### config.mk
export PLATFORM = sky130hd
export DESIGN_NAME = tile_ctrl_top
export DESIGN_NICKNAME = d
export VERILOG_FILES = /design/src/verilog/tile_ctrl_pkg.sv /design/src/verilog/tile_timer.sv /design/src/verilog/irq_ctrl.sv /design/src/verilog/axil_slave_port.sv /design/src/verilog/sfr_regs.sv /design/src/verilog/tile_ctrl_top.sv
export SDC_FILE = /design/constraint.sdc
export NUM_CORES = 1
export LEC_CHECK = 0
export BUFFER_PORTS_ARGS = -buffer_cell sky130_fd_sc_hd__buf_2
export CORE_ASPECT_RATIO = 1.5
export CORE_MARGIN = 10
export CORE_UTILIZATION = 46
export CTS_BUF_LIST = sky130_fd_sc_hd__clkbuf_4 sky130_fd_sc_hd__clkbuf_8
export CTS_CLUSTER_DIAMETER = 100
export CTS_CLUSTER_SIZE = 12
export DETAILED_ROUTE_END_ITERATION = 8
export HOLD_SLACK_MARGIN = 0.03
export PLACE_DENSITY = 0.76
export RECOVER_POWER = 100
export SYNTH_ARGS = -nofsm -noshare
export SYNTH_HDL_FRONTEND = slang
export SYNTH_SLANG_ARGS = --single-unit
### constraint.sdc
create_clock -name clk_i -period 2.5 [get_ports clk_i]
set_input_delay 0.375 -clock clk_i [delete_from_list [all_inputs] [get_ports clk_i]]
set_output_delay 0.375 -clock clk_i [all_outputs]
set_load 0.01 [all_outputs]
### src/verilog/tile_ctrl_pkg.sv
// bus widths, register map and AXI response codes shared by all tile control files.
package tile_ctrl_pkg;

	// internal register bus.
	localparam int ADDR_W = 8;
	localparam int DATA_W = 32;

	// register map, one word per register.
	localparam logic [ADDR_W-1:0] ADDR_IDCODE       = 8'h00;
	localparam logic [ADDR_W-1:0] ADDR_CTRL         = 8'h04; // bit 0 soft reset.
	localparam logic [ADDR_W-1:0] ADDR_CORENUM      = 8'h08;

	localparam logic [ADDR_W-1:0] ADDR_IRQ_EN       = 8'h10;
	localparam logic [ADDR_W-1:0] ADDR_SGI          = 8'h14; // write only.
	localparam logic [ADDR_W-1:0] ADDR_IRQ_PEND     = 8'h18; // write one to clear.

	localparam logic [ADDR_W-1:0] ADDR_TIMER_CTRL   = 8'h20; // bit 0 run, bit 1 reload.
	localparam logic [ADDR_W-1:0] ADDR_TIMER_PERIOD = 8'h24;
	localparam logic [ADDR_W-1:0] ADDR_TIMER_VALUE  = 8'h28; // read only.

	// identity word.
	localparam logic [DATA_W-1:0] ID_CODE = 32'h5417_0c01;

	// AXI response codes.
	localparam logic [1:0] RESP_OKAY   = 2'b00;
	localparam logic [1:0] RESP_SLVERR = 2'b10;

endpackage

### src/verilog/tile_timer.sv
// periodic or one-shot timer; counts from zero up to the period and flags the end.
module tile_timer
(
	input  logic                              clk_i,
	input  logic                              rst_i,
	input  logic                              clear_i,

	input  logic                              ctrl_we_i,
	input  logic                              period_we_i,
	input  logic [tile_ctrl_pkg::DATA_W-1:0]  wdata_i,

	output logic                              running_o,
	output logic                              reload_o,
	output logic [tile_ctrl_pkg::DATA_W-1:0]  period_o,
	output logic [tile_ctrl_pkg::DATA_W-1:0]  value_o,
	output logic                              expire_o
);

	logic at_end;

	assign at_end   = (value_o == period_o);
	assign expire_o = running_o & at_end;

	always_ff @(posedge clk_i)
	begin
		if (rst_i | clear_i)
		begin
			running_o <= 1'b0;
			reload_o  <= 1'b0;
			period_o  <= '0;
			value_o   <= '0;
		end
		else
		begin
			if (running_o)
			begin
				if (at_end)
				begin
					running_o <= reload_o; // one-shot stops here.
					value_o   <= '0;
				end
				else
					value_o <= value_o + 1'b1;
			end

			// a control write restarts the count.
			if (ctrl_we_i)
			begin
				value_o   <= '0;
				running_o <= wdata_i[0];
				reload_o  <= wdata_i[1];
			end

			if (period_we_i)
				period_o <= wdata_i;
		end
	end

endmodule

### src/verilog/irq_ctrl.sv
// interrupt controller; latches pending bits, masks them and issues software interrupts.
module irq_ctrl
#(
	parameter int IRQ_NUM_POW = 4
)
(
	input  logic                              clk_i,
	input  logic                              rst_i,

	input  logic [(2**IRQ_NUM_POW)-1:1]       irq_ext_i,
	input  logic                              timer_expire_i,

	input  logic                              en_we_i,
	input  logic                              pend_clr_we_i,
	input  logic                              sgi_we_i,
	input  logic [tile_ctrl_pkg::DATA_W-1:0]  wdata_i,

	output logic [(2**IRQ_NUM_POW)-1:0]       irq_en_o,
	output logic [(2**IRQ_NUM_POW)-1:0]       pending_o,
	output logic                              irq_o,
	output logic                              sgi_req_o,
	output logic [IRQ_NUM_POW-1:0]            sgi_code_o
);

	localparam int IRQ_NUM = 2**IRQ_NUM_POW;

	logic [IRQ_NUM-1:0] set_vec;
	logic [IRQ_NUM-1:0] clr_vec;

	always_comb
	begin
		set_vec = {irq_ext_i, timer_expire_i}; // timer owns line 0.
		if (sgi_we_i)
			set_vec[wdata_i[IRQ_NUM_POW-1:0]] = 1'b1;
		clr_vec = pend_clr_we_i ? wdata_i[IRQ_NUM-1:0] : '0;
	end

	always_ff @(posedge clk_i)
	begin
		if (rst_i)
		begin
			irq_en_o  <= '0;
			pending_o <= '0;
			irq_o     <= 1'b0;
			sgi_req_o <= 1'b0;
		end
		else
		begin
			if (en_we_i)
				irq_en_o <= wdata_i[IRQ_NUM-1:0];
			pending_o <= (pending_o & ~clr_vec) | set_vec; // set beats clear.
			irq_o     <= |(pending_o & irq_en_o);
			sgi_req_o <= sgi_we_i;
		end
	end

	// code sits next to the one-cycle request.
	always_ff @(posedge clk_i)
	begin
		if (sgi_we_i)
			sgi_code_o <= wdata_i[IRQ_NUM_POW-1:0];
	end

endmodule

### src/verilog/axil_slave_port.sv
// AXI4-Lite slave; turns one transaction at a time into a single-cycle register bus request.
module axil_slave_port
(
	input  logic                              clk_i,
	input  logic                              rst_i,

	input  logic                              awvalid_i,
	output logic                              awready_o,
	input  logic [tile_ctrl_pkg::ADDR_W-1:0]  awaddr_i,
	input  logic                              wvalid_i,
	output logic                              wready_o,
	input  logic [tile_ctrl_pkg::DATA_W-1:0]  wdata_i,
	output logic                              bvalid_o,
	input  logic                              bready_i,
	output logic [1:0]                        bresp_o,
	input  logic                              arvalid_i,
	output logic                              arready_o,
	input  logic [tile_ctrl_pkg::ADDR_W-1:0]  araddr_i,
	output logic                              rvalid_o,
	input  logic                              rready_i,
	output logic [tile_ctrl_pkg::DATA_W-1:0]  rdata_o,
	output logic [1:0]                        rresp_o,

	output logic                              req_o,
	output logic                              we_o,
	output logic [tile_ctrl_pkg::ADDR_W-1:0]  addr_o,
	output logic [tile_ctrl_pkg::DATA_W-1:0]  wdata_o,
	input  logic [tile_ctrl_pkg::DATA_W-1:0]  rdata_i,
	input  logic                              err_i
);

	localparam logic [1:0] ST_IDLE = 2'd0;
	localparam logic [1:0] ST_REQ  = 2'd1;
	localparam logic [1:0] ST_WAIT = 2'd2;
	localparam logic [1:0] ST_RESP = 2'd3;

	logic [1:0] state;
	logic port_en; // keeps readies low right after reset.
	logic aw_held, w_held, ar_held;
	logic op_we;
	logic resp_err;
	logic [tile_ctrl_pkg::ADDR_W-1:0] awaddr_q, araddr_q;
	logic [tile_ctrl_pkg::DATA_W-1:0] wdata_q, rdata_q;
	logic aw_hs, w_hs, ar_hs;
	logic aw_ok, w_ok, ar_ok;

	assign awready_o = port_en & (state == ST_IDLE) & ~aw_held;
	assign wready_o  = port_en & (state == ST_IDLE) & ~w_held;
	assign arready_o = port_en & (state == ST_IDLE) & ~ar_held;

	assign aw_hs = awvalid_i & awready_o;
	assign w_hs  = wvalid_i & wready_o;
	assign ar_hs = arvalid_i & arready_o;
	assign aw_ok = aw_held | aw_hs;
	assign w_ok  = w_held | w_hs;
	assign ar_ok = ar_held | ar_hs;

	always_ff @(posedge clk_i)
	begin
		if (rst_i)
		begin
			state    <= ST_IDLE;
			port_en  <= 1'b0;
			aw_held  <= 1'b0;
			w_held   <= 1'b0;
			ar_held  <= 1'b0;
			op_we    <= 1'b0;
			resp_err <= 1'b0;
		end
		else
		begin
			port_en <= 1'b1;
			case (state)
				ST_IDLE:
				begin
					if (aw_ok & w_ok) // write wins a tie.
					begin
						state   <= ST_REQ;
						op_we   <= 1'b1;
						aw_held <= 1'b0;
						w_held  <= 1'b0;
						ar_held <= ar_ok;
					end
					else if (ar_ok)
					begin
						state   <= ST_REQ;
						op_we   <= 1'b0;
						ar_held <= 1'b0;
						aw_held <= aw_ok;
						w_held  <= w_ok;
					end
					else
					begin
						aw_held <= aw_ok;
						w_held  <= w_ok;
					end
				end
				ST_REQ:  state <= ST_WAIT;
				ST_WAIT:
				begin
					resp_err <= err_i;
					state    <= ST_RESP;
				end
				default:
				begin
					if (op_we ? bready_i : rready_i)
						state <= ST_IDLE;
				end
			endcase
		end
	end

	always_ff @(posedge clk_i)
	begin
		if (aw_hs)
			awaddr_q <= awaddr_i;
		if (w_hs)
			wdata_q <= wdata_i;
		if (ar_hs)
			araddr_q <= araddr_i;
		if (state == ST_WAIT)
			rdata_q <= rdata_i;
	end

	assign req_o   = (state == ST_REQ);
	assign we_o    = op_we;
	assign addr_o  = op_we ? awaddr_q : araddr_q;
	assign wdata_o = wdata_q;

	assign bvalid_o = (state == ST_RESP) & op_we;
	assign rvalid_o = (state == ST_RESP) & ~op_we;
	assign bresp_o  = resp_err ? tile_ctrl_pkg::RESP_SLVERR : tile_ctrl_pkg::RESP_OKAY;
	assign rresp_o  = resp_err ? tile_ctrl_pkg::RESP_SLVERR : tile_ctrl_pkg::RESP_OKAY;
	assign rdata_o  = rdata_q;

endmodule

### src/verilog/sfr_regs.sv
// register block of one core; decodes the internal bus and holds the timer and irq controller.
module sfr_regs
#(
	parameter int CORE_NUM         = 0,
	parameter bit SW_RESET_DEFAULT = 1'b0,
	parameter int IRQ_NUM_POW      = 4
)
(
	input  logic                              clk_i,
	input  logic                              rst_i,

	input  logic                              req_i,
	input  logic                              we_i,
	input  logic [tile_ctrl_pkg::ADDR_W-1:0]  addr_i,
	input  logic [tile_ctrl_pkg::DATA_W-1:0]  wdata_i,
	output logic [tile_ctrl_pkg::DATA_W-1:0]  rdata_o,
	output logic                              err_o,

	input  logic [(2**IRQ_NUM_POW)-1:1]       irq_ext_i,
	output logic                              irq_o,
	output logic                              sw_reset_o,
	output logic                              sgi_req_o,
	output logic [IRQ_NUM_POW-1:0]            sgi_code_o
);

	localparam int IRQ_NUM = 2**IRQ_NUM_POW;

	logic wr;
	logic ctrl_we, irq_en_we, sgi_we, pend_clr_we, timer_ctrl_we, timer_period_we;
	logic sw_reset_q;
	logic mapped;
	logic [tile_ctrl_pkg::DATA_W-1:0] rd_val;

	logic timer_running, timer_reload, timer_expire;
	logic [tile_ctrl_pkg::DATA_W-1:0] timer_period, timer_value;
	logic [IRQ_NUM-1:0] irq_en, pending;

	assign wr              = req_i & we_i;
	assign ctrl_we         = wr & (addr_i == tile_ctrl_pkg::ADDR_CTRL);
	assign irq_en_we       = wr & (addr_i == tile_ctrl_pkg::ADDR_IRQ_EN);
	assign sgi_we          = wr & (addr_i == tile_ctrl_pkg::ADDR_SGI);
	assign pend_clr_we     = wr & (addr_i == tile_ctrl_pkg::ADDR_IRQ_PEND);
	assign timer_ctrl_we   = wr & (addr_i == tile_ctrl_pkg::ADDR_TIMER_CTRL);
	assign timer_period_we = wr & (addr_i == tile_ctrl_pkg::ADDR_TIMER_PERIOD);

	always_ff @(posedge clk_i)
	begin
		if (rst_i)
			sw_reset_q <= SW_RESET_DEFAULT;
		else if (ctrl_we)
			sw_reset_q <= wdata_i[0];
	end

	always_ff @(posedge clk_i)
		sw_reset_o <= rst_i | sw_reset_q; // held through reset.

	always_comb
	begin
		rd_val = '0;
		mapped = 1'b1;
		case (addr_i)
			tile_ctrl_pkg::ADDR_IDCODE:       rd_val = tile_ctrl_pkg::ID_CODE;
			tile_ctrl_pkg::ADDR_CTRL:         rd_val[0] = sw_reset_q;
			tile_ctrl_pkg::ADDR_CORENUM:      rd_val = CORE_NUM[tile_ctrl_pkg::DATA_W-1:0];
			tile_ctrl_pkg::ADDR_IRQ_EN:       rd_val[IRQ_NUM-1:0] = irq_en;
			tile_ctrl_pkg::ADDR_SGI:          rd_val = '0; // write only so it reads zero.
			tile_ctrl_pkg::ADDR_IRQ_PEND:     rd_val[IRQ_NUM-1:0] = pending;
			tile_ctrl_pkg::ADDR_TIMER_CTRL:   rd_val[1:0] = {timer_reload, timer_running};
			tile_ctrl_pkg::ADDR_TIMER_PERIOD: rd_val = timer_period;
			tile_ctrl_pkg::ADDR_TIMER_VALUE:  rd_val = timer_value;
			default:                          mapped = 1'b0;
		endcase
	end

	always_ff @(posedge clk_i)
	begin
		if (rst_i)
			err_o <= 1'b0;
		else
			err_o <= req_i & ~mapped;
	end

	always_ff @(posedge clk_i)
	begin
		if (req_i)
			rdata_o <= rd_val;
	end

	tile_timer i_tile_timer
	(
		.clk_i       (clk_i),
		.rst_i       (rst_i),
		.clear_i     (sw_reset_o),
		.ctrl_we_i   (timer_ctrl_we),
		.period_we_i (timer_period_we),
		.wdata_i     (wdata_i),
		.running_o   (timer_running),
		.reload_o    (timer_reload),
		.period_o    (timer_period),
		.value_o     (timer_value),
		.expire_o    (timer_expire)
	);

	irq_ctrl #(
		.IRQ_NUM_POW (IRQ_NUM_POW)
	) i_irq_ctrl (
		.clk_i          (clk_i),
		.rst_i          (rst_i),
		.irq_ext_i      (irq_ext_i),
		.timer_expire_i (timer_expire),
		.en_we_i        (irq_en_we),
		.pend_clr_we_i  (pend_clr_we),
		.sgi_we_i       (sgi_we),
		.wdata_i        (wdata_i),
		.irq_en_o       (irq_en),
		.pending_o      (pending),
		.irq_o          (irq_o),
		.sgi_req_o      (sgi_req_o),
		.sgi_code_o     (sgi_code_o)
	);

endmodule

### src/verilog/tile_ctrl_top.sv
// per-core control tile top; AXI4-Lite port in front of the special-function registers.
module tile_ctrl_top
#(
	parameter int CORE_NUM         = 0,
	parameter bit SW_RESET_DEFAULT = 1'b0,
	parameter int IRQ_NUM_POW      = 4
)
(
	input  logic                              clk_i,
	input  logic                              rst_i,

	input  logic                              awvalid_i,
	output logic                              awready_o,
	input  logic [tile_ctrl_pkg::ADDR_W-1:0]  awaddr_i,
	input  logic                              wvalid_i,
	output logic                              wready_o,
	input  logic [tile_ctrl_pkg::DATA_W-1:0]  wdata_i,
	output logic                              bvalid_o,
	input  logic                              bready_i,
	output logic [1:0]                        bresp_o,
	input  logic                              arvalid_i,
	output logic                              arready_o,
	input  logic [tile_ctrl_pkg::ADDR_W-1:0]  araddr_i,
	output logic                              rvalid_o,
	input  logic                              rready_i,
	output logic [tile_ctrl_pkg::DATA_W-1:0]  rdata_o,
	output logic [1:0]                        rresp_o,

	input  logic [(2**IRQ_NUM_POW)-1:1]       irq_ext_i,
	output logic                              irq_o,
	output logic                              sw_reset_o,
	output logic                              sgi_req_o,
	output logic [IRQ_NUM_POW-1:0]            sgi_code_o
);

	logic                             bus_req, bus_we, bus_err;
	logic [tile_ctrl_pkg::ADDR_W-1:0] bus_addr;
	logic [tile_ctrl_pkg::DATA_W-1:0] bus_wdata, bus_rdata;

	axil_slave_port i_axil_slave_port
	(
		.clk_i     (clk_i),
		.rst_i     (rst_i),
		.awvalid_i (awvalid_i),
		.awready_o (awready_o),
		.awaddr_i  (awaddr_i),
		.wvalid_i  (wvalid_i),
		.wready_o  (wready_o),
		.wdata_i   (wdata_i),
		.bvalid_o  (bvalid_o),
		.bready_i  (bready_i),
		.bresp_o   (bresp_o),
		.arvalid_i (arvalid_i),
		.arready_o (arready_o),
		.araddr_i  (araddr_i),
		.rvalid_o  (rvalid_o),
		.rready_i  (rready_i),
		.rdata_o   (rdata_o),
		.rresp_o   (rresp_o),
		.req_o     (bus_req),
		.we_o      (bus_we),
		.addr_o    (bus_addr),
		.wdata_o   (bus_wdata),
		.rdata_i   (bus_rdata),
		.err_i     (bus_err)
	);

	sfr_regs #(
		.CORE_NUM         (CORE_NUM),
		.SW_RESET_DEFAULT (SW_RESET_DEFAULT),
		.IRQ_NUM_POW      (IRQ_NUM_POW)
	) i_sfr_regs (
		.clk_i      (clk_i),
		.rst_i      (rst_i),
		.req_i      (bus_req),
		.we_i       (bus_we),
		.addr_i     (bus_addr),
		.wdata_i    (bus_wdata),
		.rdata_o    (bus_rdata),
		.err_o      (bus_err),
		.irq_ext_i  (irq_ext_i),
		.irq_o      (irq_o),
		.sw_reset_o (sw_reset_o),
		.sgi_req_o  (sgi_req_o),
		.sgi_code_o (sgi_code_o)
	);

endmodule

# Word level (Yosys, flattened, before mapping)
# Index checks and enable logic that the tools add are counted.
# totals
out_inout_bits	48
register_bits	227
inputBits	70
wordCells	110
# classes
eq_ne	13
bitwise	34
addsub	1
muxes	26
order_cmp	2
n_reduce_logical	10
# ops
op	n
case mux 14 bit (5 select lines)	1
case mux 16 bit (3 select lines)	1
adder 32 x 1 -> 32 bit, second input constant	1
bitwise AND 16 bit	2
equality test 32 bit	1
two-way mux 16 bit	2
two-way mux 32 bit	1
bitwise OR 16 bit	2
equality test 8 x 5 -> 1 bit, second input constant	3
equality test 8 x 6 -> 1 bit, second input constant	3
bitwise AND 1 bit	19
NOT 16 bit	1
OR reduction 16 bit	1
two-way mux 1 bit	12
OR reduction 9 bit	1
equality test 8 x 3 -> 1 bit, second input constant	1
equality test 8 x 4 -> 1 bit, second input constant	1
zero test 8 bit	1
two-way mux 2 bit	4
two-way mux 8 bit	1
case mux 1 bit (7 select lines)	1
case mux 2 bit (3 select lines)	1
< comparator 4 x 5 -> 1 bit, second input constant	1
NOT 1 bit	5
other kinds (13)	19

# Depth between registers and ports, before layout
# depth
depth_word	8
mapped_depth	9
mapped_depth_nobuf	8

# Modules after synthesis
# A second synthesis with hierarchy kept.
# unflattened
hier_cells	766
hier_area_um2	9354.0
# by_module_without_submodules
mod	cells_each	area_each_um2	n_inst	seq_area_each_um2
axil_slave_port	149	2996.6	1	2562.5
tile_timer	318	2992.9	1	1321.3
sfr_regs	151	1835.5	1	1021.0
irq_ctrl	148	1529.0	1	800.8

# Worst setup path before layout
# No wires, ideal clock.
# synth_path
path_type	register -> register
start	reg i_axil_slave_port.state[1]
end	reg i_sfr_regs.i_irq_ctrl.pending_o[2]
path_buffers	1
required_time_ns	2.430
arrival_time_ns	2.639
stages_incl_launch_ff	10
path_slack_ns	-0.209
synth_period_minus_slack_ns	2.709
setup_ns	0.070
cell_sequence	dfxtp_1 inv_1 ha_1 nand4b_1 or4b_1 buf_4 inv_2 and4_1 o22ai_1 a21oi_1
# synth_between
word_cells_on_any_way	9
classes_between	eq/ne (1); mux (2); bitwise (6)
# synth_rtl
item	line	text
start: declaration	axil_slave_port.sv:37	logic [1:0] state;
start signal: assignment	axil_slave_port.sv:62	state <= ST_IDLE;
start signal: assignment	axil_slave_port.sv:78	state <= ST_REQ;
start signal: assignment	axil_slave_port.sv:86	state <= ST_REQ;
equality test 2 x 1 -> 1 bit	axil_slave_port.sv:125	assign req_o = (state == ST_REQ);
bitwise AND 1 bit	sfr_regs.sv:38	assign wr = req_i & we_i;
bitwise AND 1 bit	sfr_regs.sv:41	assign sgi_we = wr & (addr_i == tile_ctrl_pkg::ADDR_SGI);
via i_sfr_regs.i_irq_ctrl.sgi_we_i	irq_ctrl.sv:15	input logic sgi_we_i,
two-way mux 16 bit	irq_ctrl.sv:33	if (sgi_we_i)
bitwise OR 16 bit	irq_ctrl.sv:51	pending_o <= (pending_o & ~clr_vec) | set_vec;
end signal: assignment	irq_ctrl.sv:51	
end: declaration	irq_ctrl.sv:19	output logic [(2**IRQ_NUM_POW)-1:0] pending_o,
# The timed path passes the listed nets, and every way through them passes these cells.
# A chain may end at the register's enable or synchronous reset.

# Worst setup path in the final report
# layout_path
start	reg i_axil_slave_port.awaddr_q[6] (netlist bit)
end	reg i_sfr_regs.i_irq_ctrl.pending_o[11]
# layout_between
elab_chain_cells	7
word_cells_on_any_way	10
classes_between	eq/ne (2); mux (3); bitwise (5)
# layout_rtl
item	line	text
start: declaration	axil_slave_port.sv:42	logic [tile_ctrl_pkg::ADDR_W-1:0] awaddr_q, araddr_q;
start signal: assignment	axil_slave_port.sv:116	awaddr_q <= awaddr_i;
two-way mux 8 bit (*)	axil_slave_port.sv:127	assign addr_o = op_we ? awaddr_q : araddr_q;
equality test 8 x 5 -> 1 bit	sfr_regs.sv:42	assign pend_clr_we = wr & (addr_i == tile_ctrl_pkg::ADDR_IRQ_PEND);
bitwise AND 1 bit	sfr_regs.sv:42	
two-way mux 16 bit	irq_ctrl.sv:35	clr_vec = pend_clr_we_i ? wdata_i[IRQ_NUM-1:0] : '0;
NOT 16 bit	irq_ctrl.sv:51	
bitwise AND 16 bit	irq_ctrl.sv:51	
bitwise OR 16 bit (*)	irq_ctrl.sv:51	
# Every way passes the cells marked *; elsewhere a longest branch is shown, timed or not.

==> results.md <==
* Most frequent cells after synthesis: edfxtp_1, dfxtp_1, nor2_1, mux2i_1, xor2_1
* DP Cell Count at between 1000 and 1500
* Fin worst setup slack at 0.1753 ns
* Largest net degree at the start of global routing at 43
* Fin crit share at about 93%
* Antenna diodes at 0
* CP max FO at 7
* Final Setup Violations at 0
* Global-route wire length before repair at between 30000 and 40000 um
* Io pins at between 100 and 150
* Routed Wire Length at around 23000 um
* Worst setup SP type: register
* Unrepaired setup endpoints after global routing: no
* Inserted Clock Buffers at 22
* Clk pwr share at a little under 30%
* Top-count cell post-synth: edfxtp_1
* Placed inst area at 0.01031 mm^2
* Leak at between 4 and 5 nW
* CP endpoint kind: register
* Port-buffer cells at roughly 120
* Fillers at 1715
* Comb power frac at between 10% and 20%
* Clock slew at reported path FFs at 0.08 ns
* Clk_lat worst skew at about 0.53 ns
* Fin util at 55.65%
* Sum Neg Setup Slack at 0 ns
* DR vias/cell at around 5.4
* Top cell type's share of synthesized area at a little under two fifths
* CP required at 2.96 ns
* EDFF count, synth at between 100 and 150
* Drc violations at 0
* Synth Cell Area at 0.009375 mm^2
* Via count at about 6700
* Starting density of the core at 47.01%
* WP data arrival at approximately 2.8 ns
* Min Tclk post-route at roughly 2.3 ns
* Power Total at around 7.9 mW
* Seq pwr share at 59.0%
* Die area at approximately 0.027 mm^2
* Synth area leader: edfxtp_1
* Area delta synth->final at 18.38%
* CTS sink cnt at 227
* Layout Cells excl Fill at 1244
* Worst-Margin Slew at between 1 and 1.5 ns
* Clock Path Buffers at 3
* Initial antenna violation count at 0
* Critical path, cell by cell: or4_1, or4b_1, buf_4, nor3_2, a31oi_1, a21oi_1
* Max rail drop VDD at between 0.5 and 0.6 mV
* Internal power at 5.884 mW
* Final Instance Area at 0.01110 mm^2
* Post-synthesis area per instance at roughly 12 um^2
* Ys async rst share at 0%
* Post-Syn Instances at 800
* Leading register cell type out of synthesis: edfxtp_1
* Status: finished, final reports clean
* Min-delay worst type: primary input to register
* Final Skew at approximately 0.019 ns
* Post-CTS Setup Inserts at 0
* NetSw at about 2 mW
* Total Routing Usage GR at around 17%
* Pre-CTS setup slack at a little over 0.007 ns
* Die W at approximately 140 um
* Fmax at about 430 MHz
* CTS tree: built
* Final-report hold violation count at 0
* Sequential area share after synthesis at between 60 and 70%
* Max stage delay cell, worst path: or4_1
* Worst Hold Slack at about 0.083 ns
* Worst slew margin at around 30%
* GPL Wtd Cong at 0.8868
* Iteration-0 DRC count of the detailed router at 411
* Max incr delay on CP at 0.58 ns
* Nets at around 1000
* Routed Antenna Nets at 0
* Critical path type: register to register
* Clock root buffer master: clkbuf_8
* DRT Pass-1 Iters at 5
* Vias in the first global route at roughly 7000
* Count of different cell masters after synthesis at 57
* H-Tree Depth at 1
* Row Count at 63
* Die span in y at ~200 um
* Share of layout cells above drive strength 1 at around 14%
* Placeable Area at 0.01994 mm^2
* Yosys warns at 0
* Synth top area cells: edfxtp_1, dfxtp_1, mux2i_1
* Post-DR wirelength/cell at around 18 um
* Power density over the cells at ~710 mW/mm^2
* Synthesis-stage register bit count at about 230
* Slew Limit Fails at 0
* GRT overflow at 0
* Max-cap violations at 0
* HPWL Detailed at 16350 um
* Sw Share at between 20% and 30%
## area by class of cell
cell class                 count  area (um^2)  share of cell area [%]
multi-input combinational    497         3303                   29.76
clock buffer                  40        444.2                   4.002
inverter                      31        116.4                   1.048
timing repair buffer         189         1204                   10.85
tap                          260        325.3                   2.931
sequential                   227         5705                   51.41
## placed cells by master (no fill, tap or decap), drive strengths merged, types with 5 or more instances in the layout
master	Yosys	layout
a21oi	27	27
a221o	8	8
a221oi	5	5
a22o	13	13
a22oi	28	28
a31oi	10	10
and2	6	6
and3	10	10
and4	5	5
buf	17	82
clkbuf	29	99
dfxtp	111	111
dlygate4sd3	0	48
edfxtp	116	116
ha	5	5
inv	31	31
mux2i	53	53
nand2	41	41
nand3	10	10
nand4	15	15
nor2	103	103
nor3	21	21
nor4	16	16
o21ai	17	17
xnor2	19	19
xor2	44	44
## repair_timing
| item | in CTS | in global routing |
|---|---|---|
| setup endpoints to repair | 1 | 12 |
| endpoints found under the hold margin | 47 | 1 |
| gates resized for setup | 1 | 2 |
| hold buffers | 47 | 1 |
## routing by layer
metal,up-vias,part of all wire (%),GRT usage [%]
met5,-,0,0
met4,0,3.7,7.101
met3,47,6.2,3.536
met2,231,52,29.45
met1,3175,38,18.38
li1,3240,-,-
## kinds of logic (layout without fill, tap and decap cells)
logic type	count (synthesis)	in the layout	share of synthesized area (%)
simple gates	243	243	12.92
other cells	1	2	0.04000
mux	53	53	5.659
compound gates	131	131	10.12
fa+ha+maj	5	5	0.6673
xor+xnor	63	63	5.886
flops	227	227	60.86
buf+inv	77	260	3.857
## registers in the layout, summed over array words and instances, names as in the netlist, 2 cells and up
register	flops
i_axil_slave_port.araddr_q	8
i_sfr_regs.i_irq_ctrl.irq_en_o	16
i_sfr_regs.i_tile_timer.value_o	32
i_sfr_regs.i_irq_ctrl.pending_o	16
i_axil_slave_port.wdata_o	32
i_axil_slave_port.awaddr_q	8
i_axil_slave_port.state	2
i_sfr_regs.i_irq_ctrl.sgi_code_o	4
i_axil_slave_port.rdata_o	32
i_sfr_regs.i_tile_timer.period_o	32
i_sfr_regs.rdata_o	32
## power groups by stage
| stage | clock (mW) | combinational (mW) | sequential [mW] |
|---|---|---|---|
| 3_5_place_dp | 0 | 0.989 | 4.75 |
| 2_1_floorplan | 0 | 0.527 | 4.72 |
| 4_1_cts | 2.35 | 1.05 | 4.67 |
| 3_3_place_gp | 0 | 0.971 | 4.74 |
| 6_report | 2.29 | 0.964 | 4.68 |
| 5_1_grt | 2.49 | 1.09 | 4.72 |
## worst paths after layout
check                                 from                                  end  slack, ns  cells after the start
max reg2reg  i_axil_slave_port.awaddr_q[6]  i_sfr_regs.i_irq_ctrl.pending_o[11]       0.18                      6
min                           irq_ext_i[3]   i_sfr_regs.i_irq_ctrl.pending_o[3]       0.08                      3
min reg2reg         i_sfr_regs.rdata_o[27]        i_axil_slave_port.rdata_o[27]       0.42                      0
max          i_axil_slave_port.awaddr_q[6]  i_sfr_regs.i_irq_ctrl.pending_o[11]       0.18                      6
## critical path, delay by kind of cell, from the launching register on
family | cells | cell delay [ns]
AOI/OAI and AO/OA | 2 | 0.32
buffers and inverters | 1 | 0.19
DFF | 1 | 0.43
and+or+nand+nor | 3 | 1.33
Note: power is estimated with default switching activity, not from simulation.
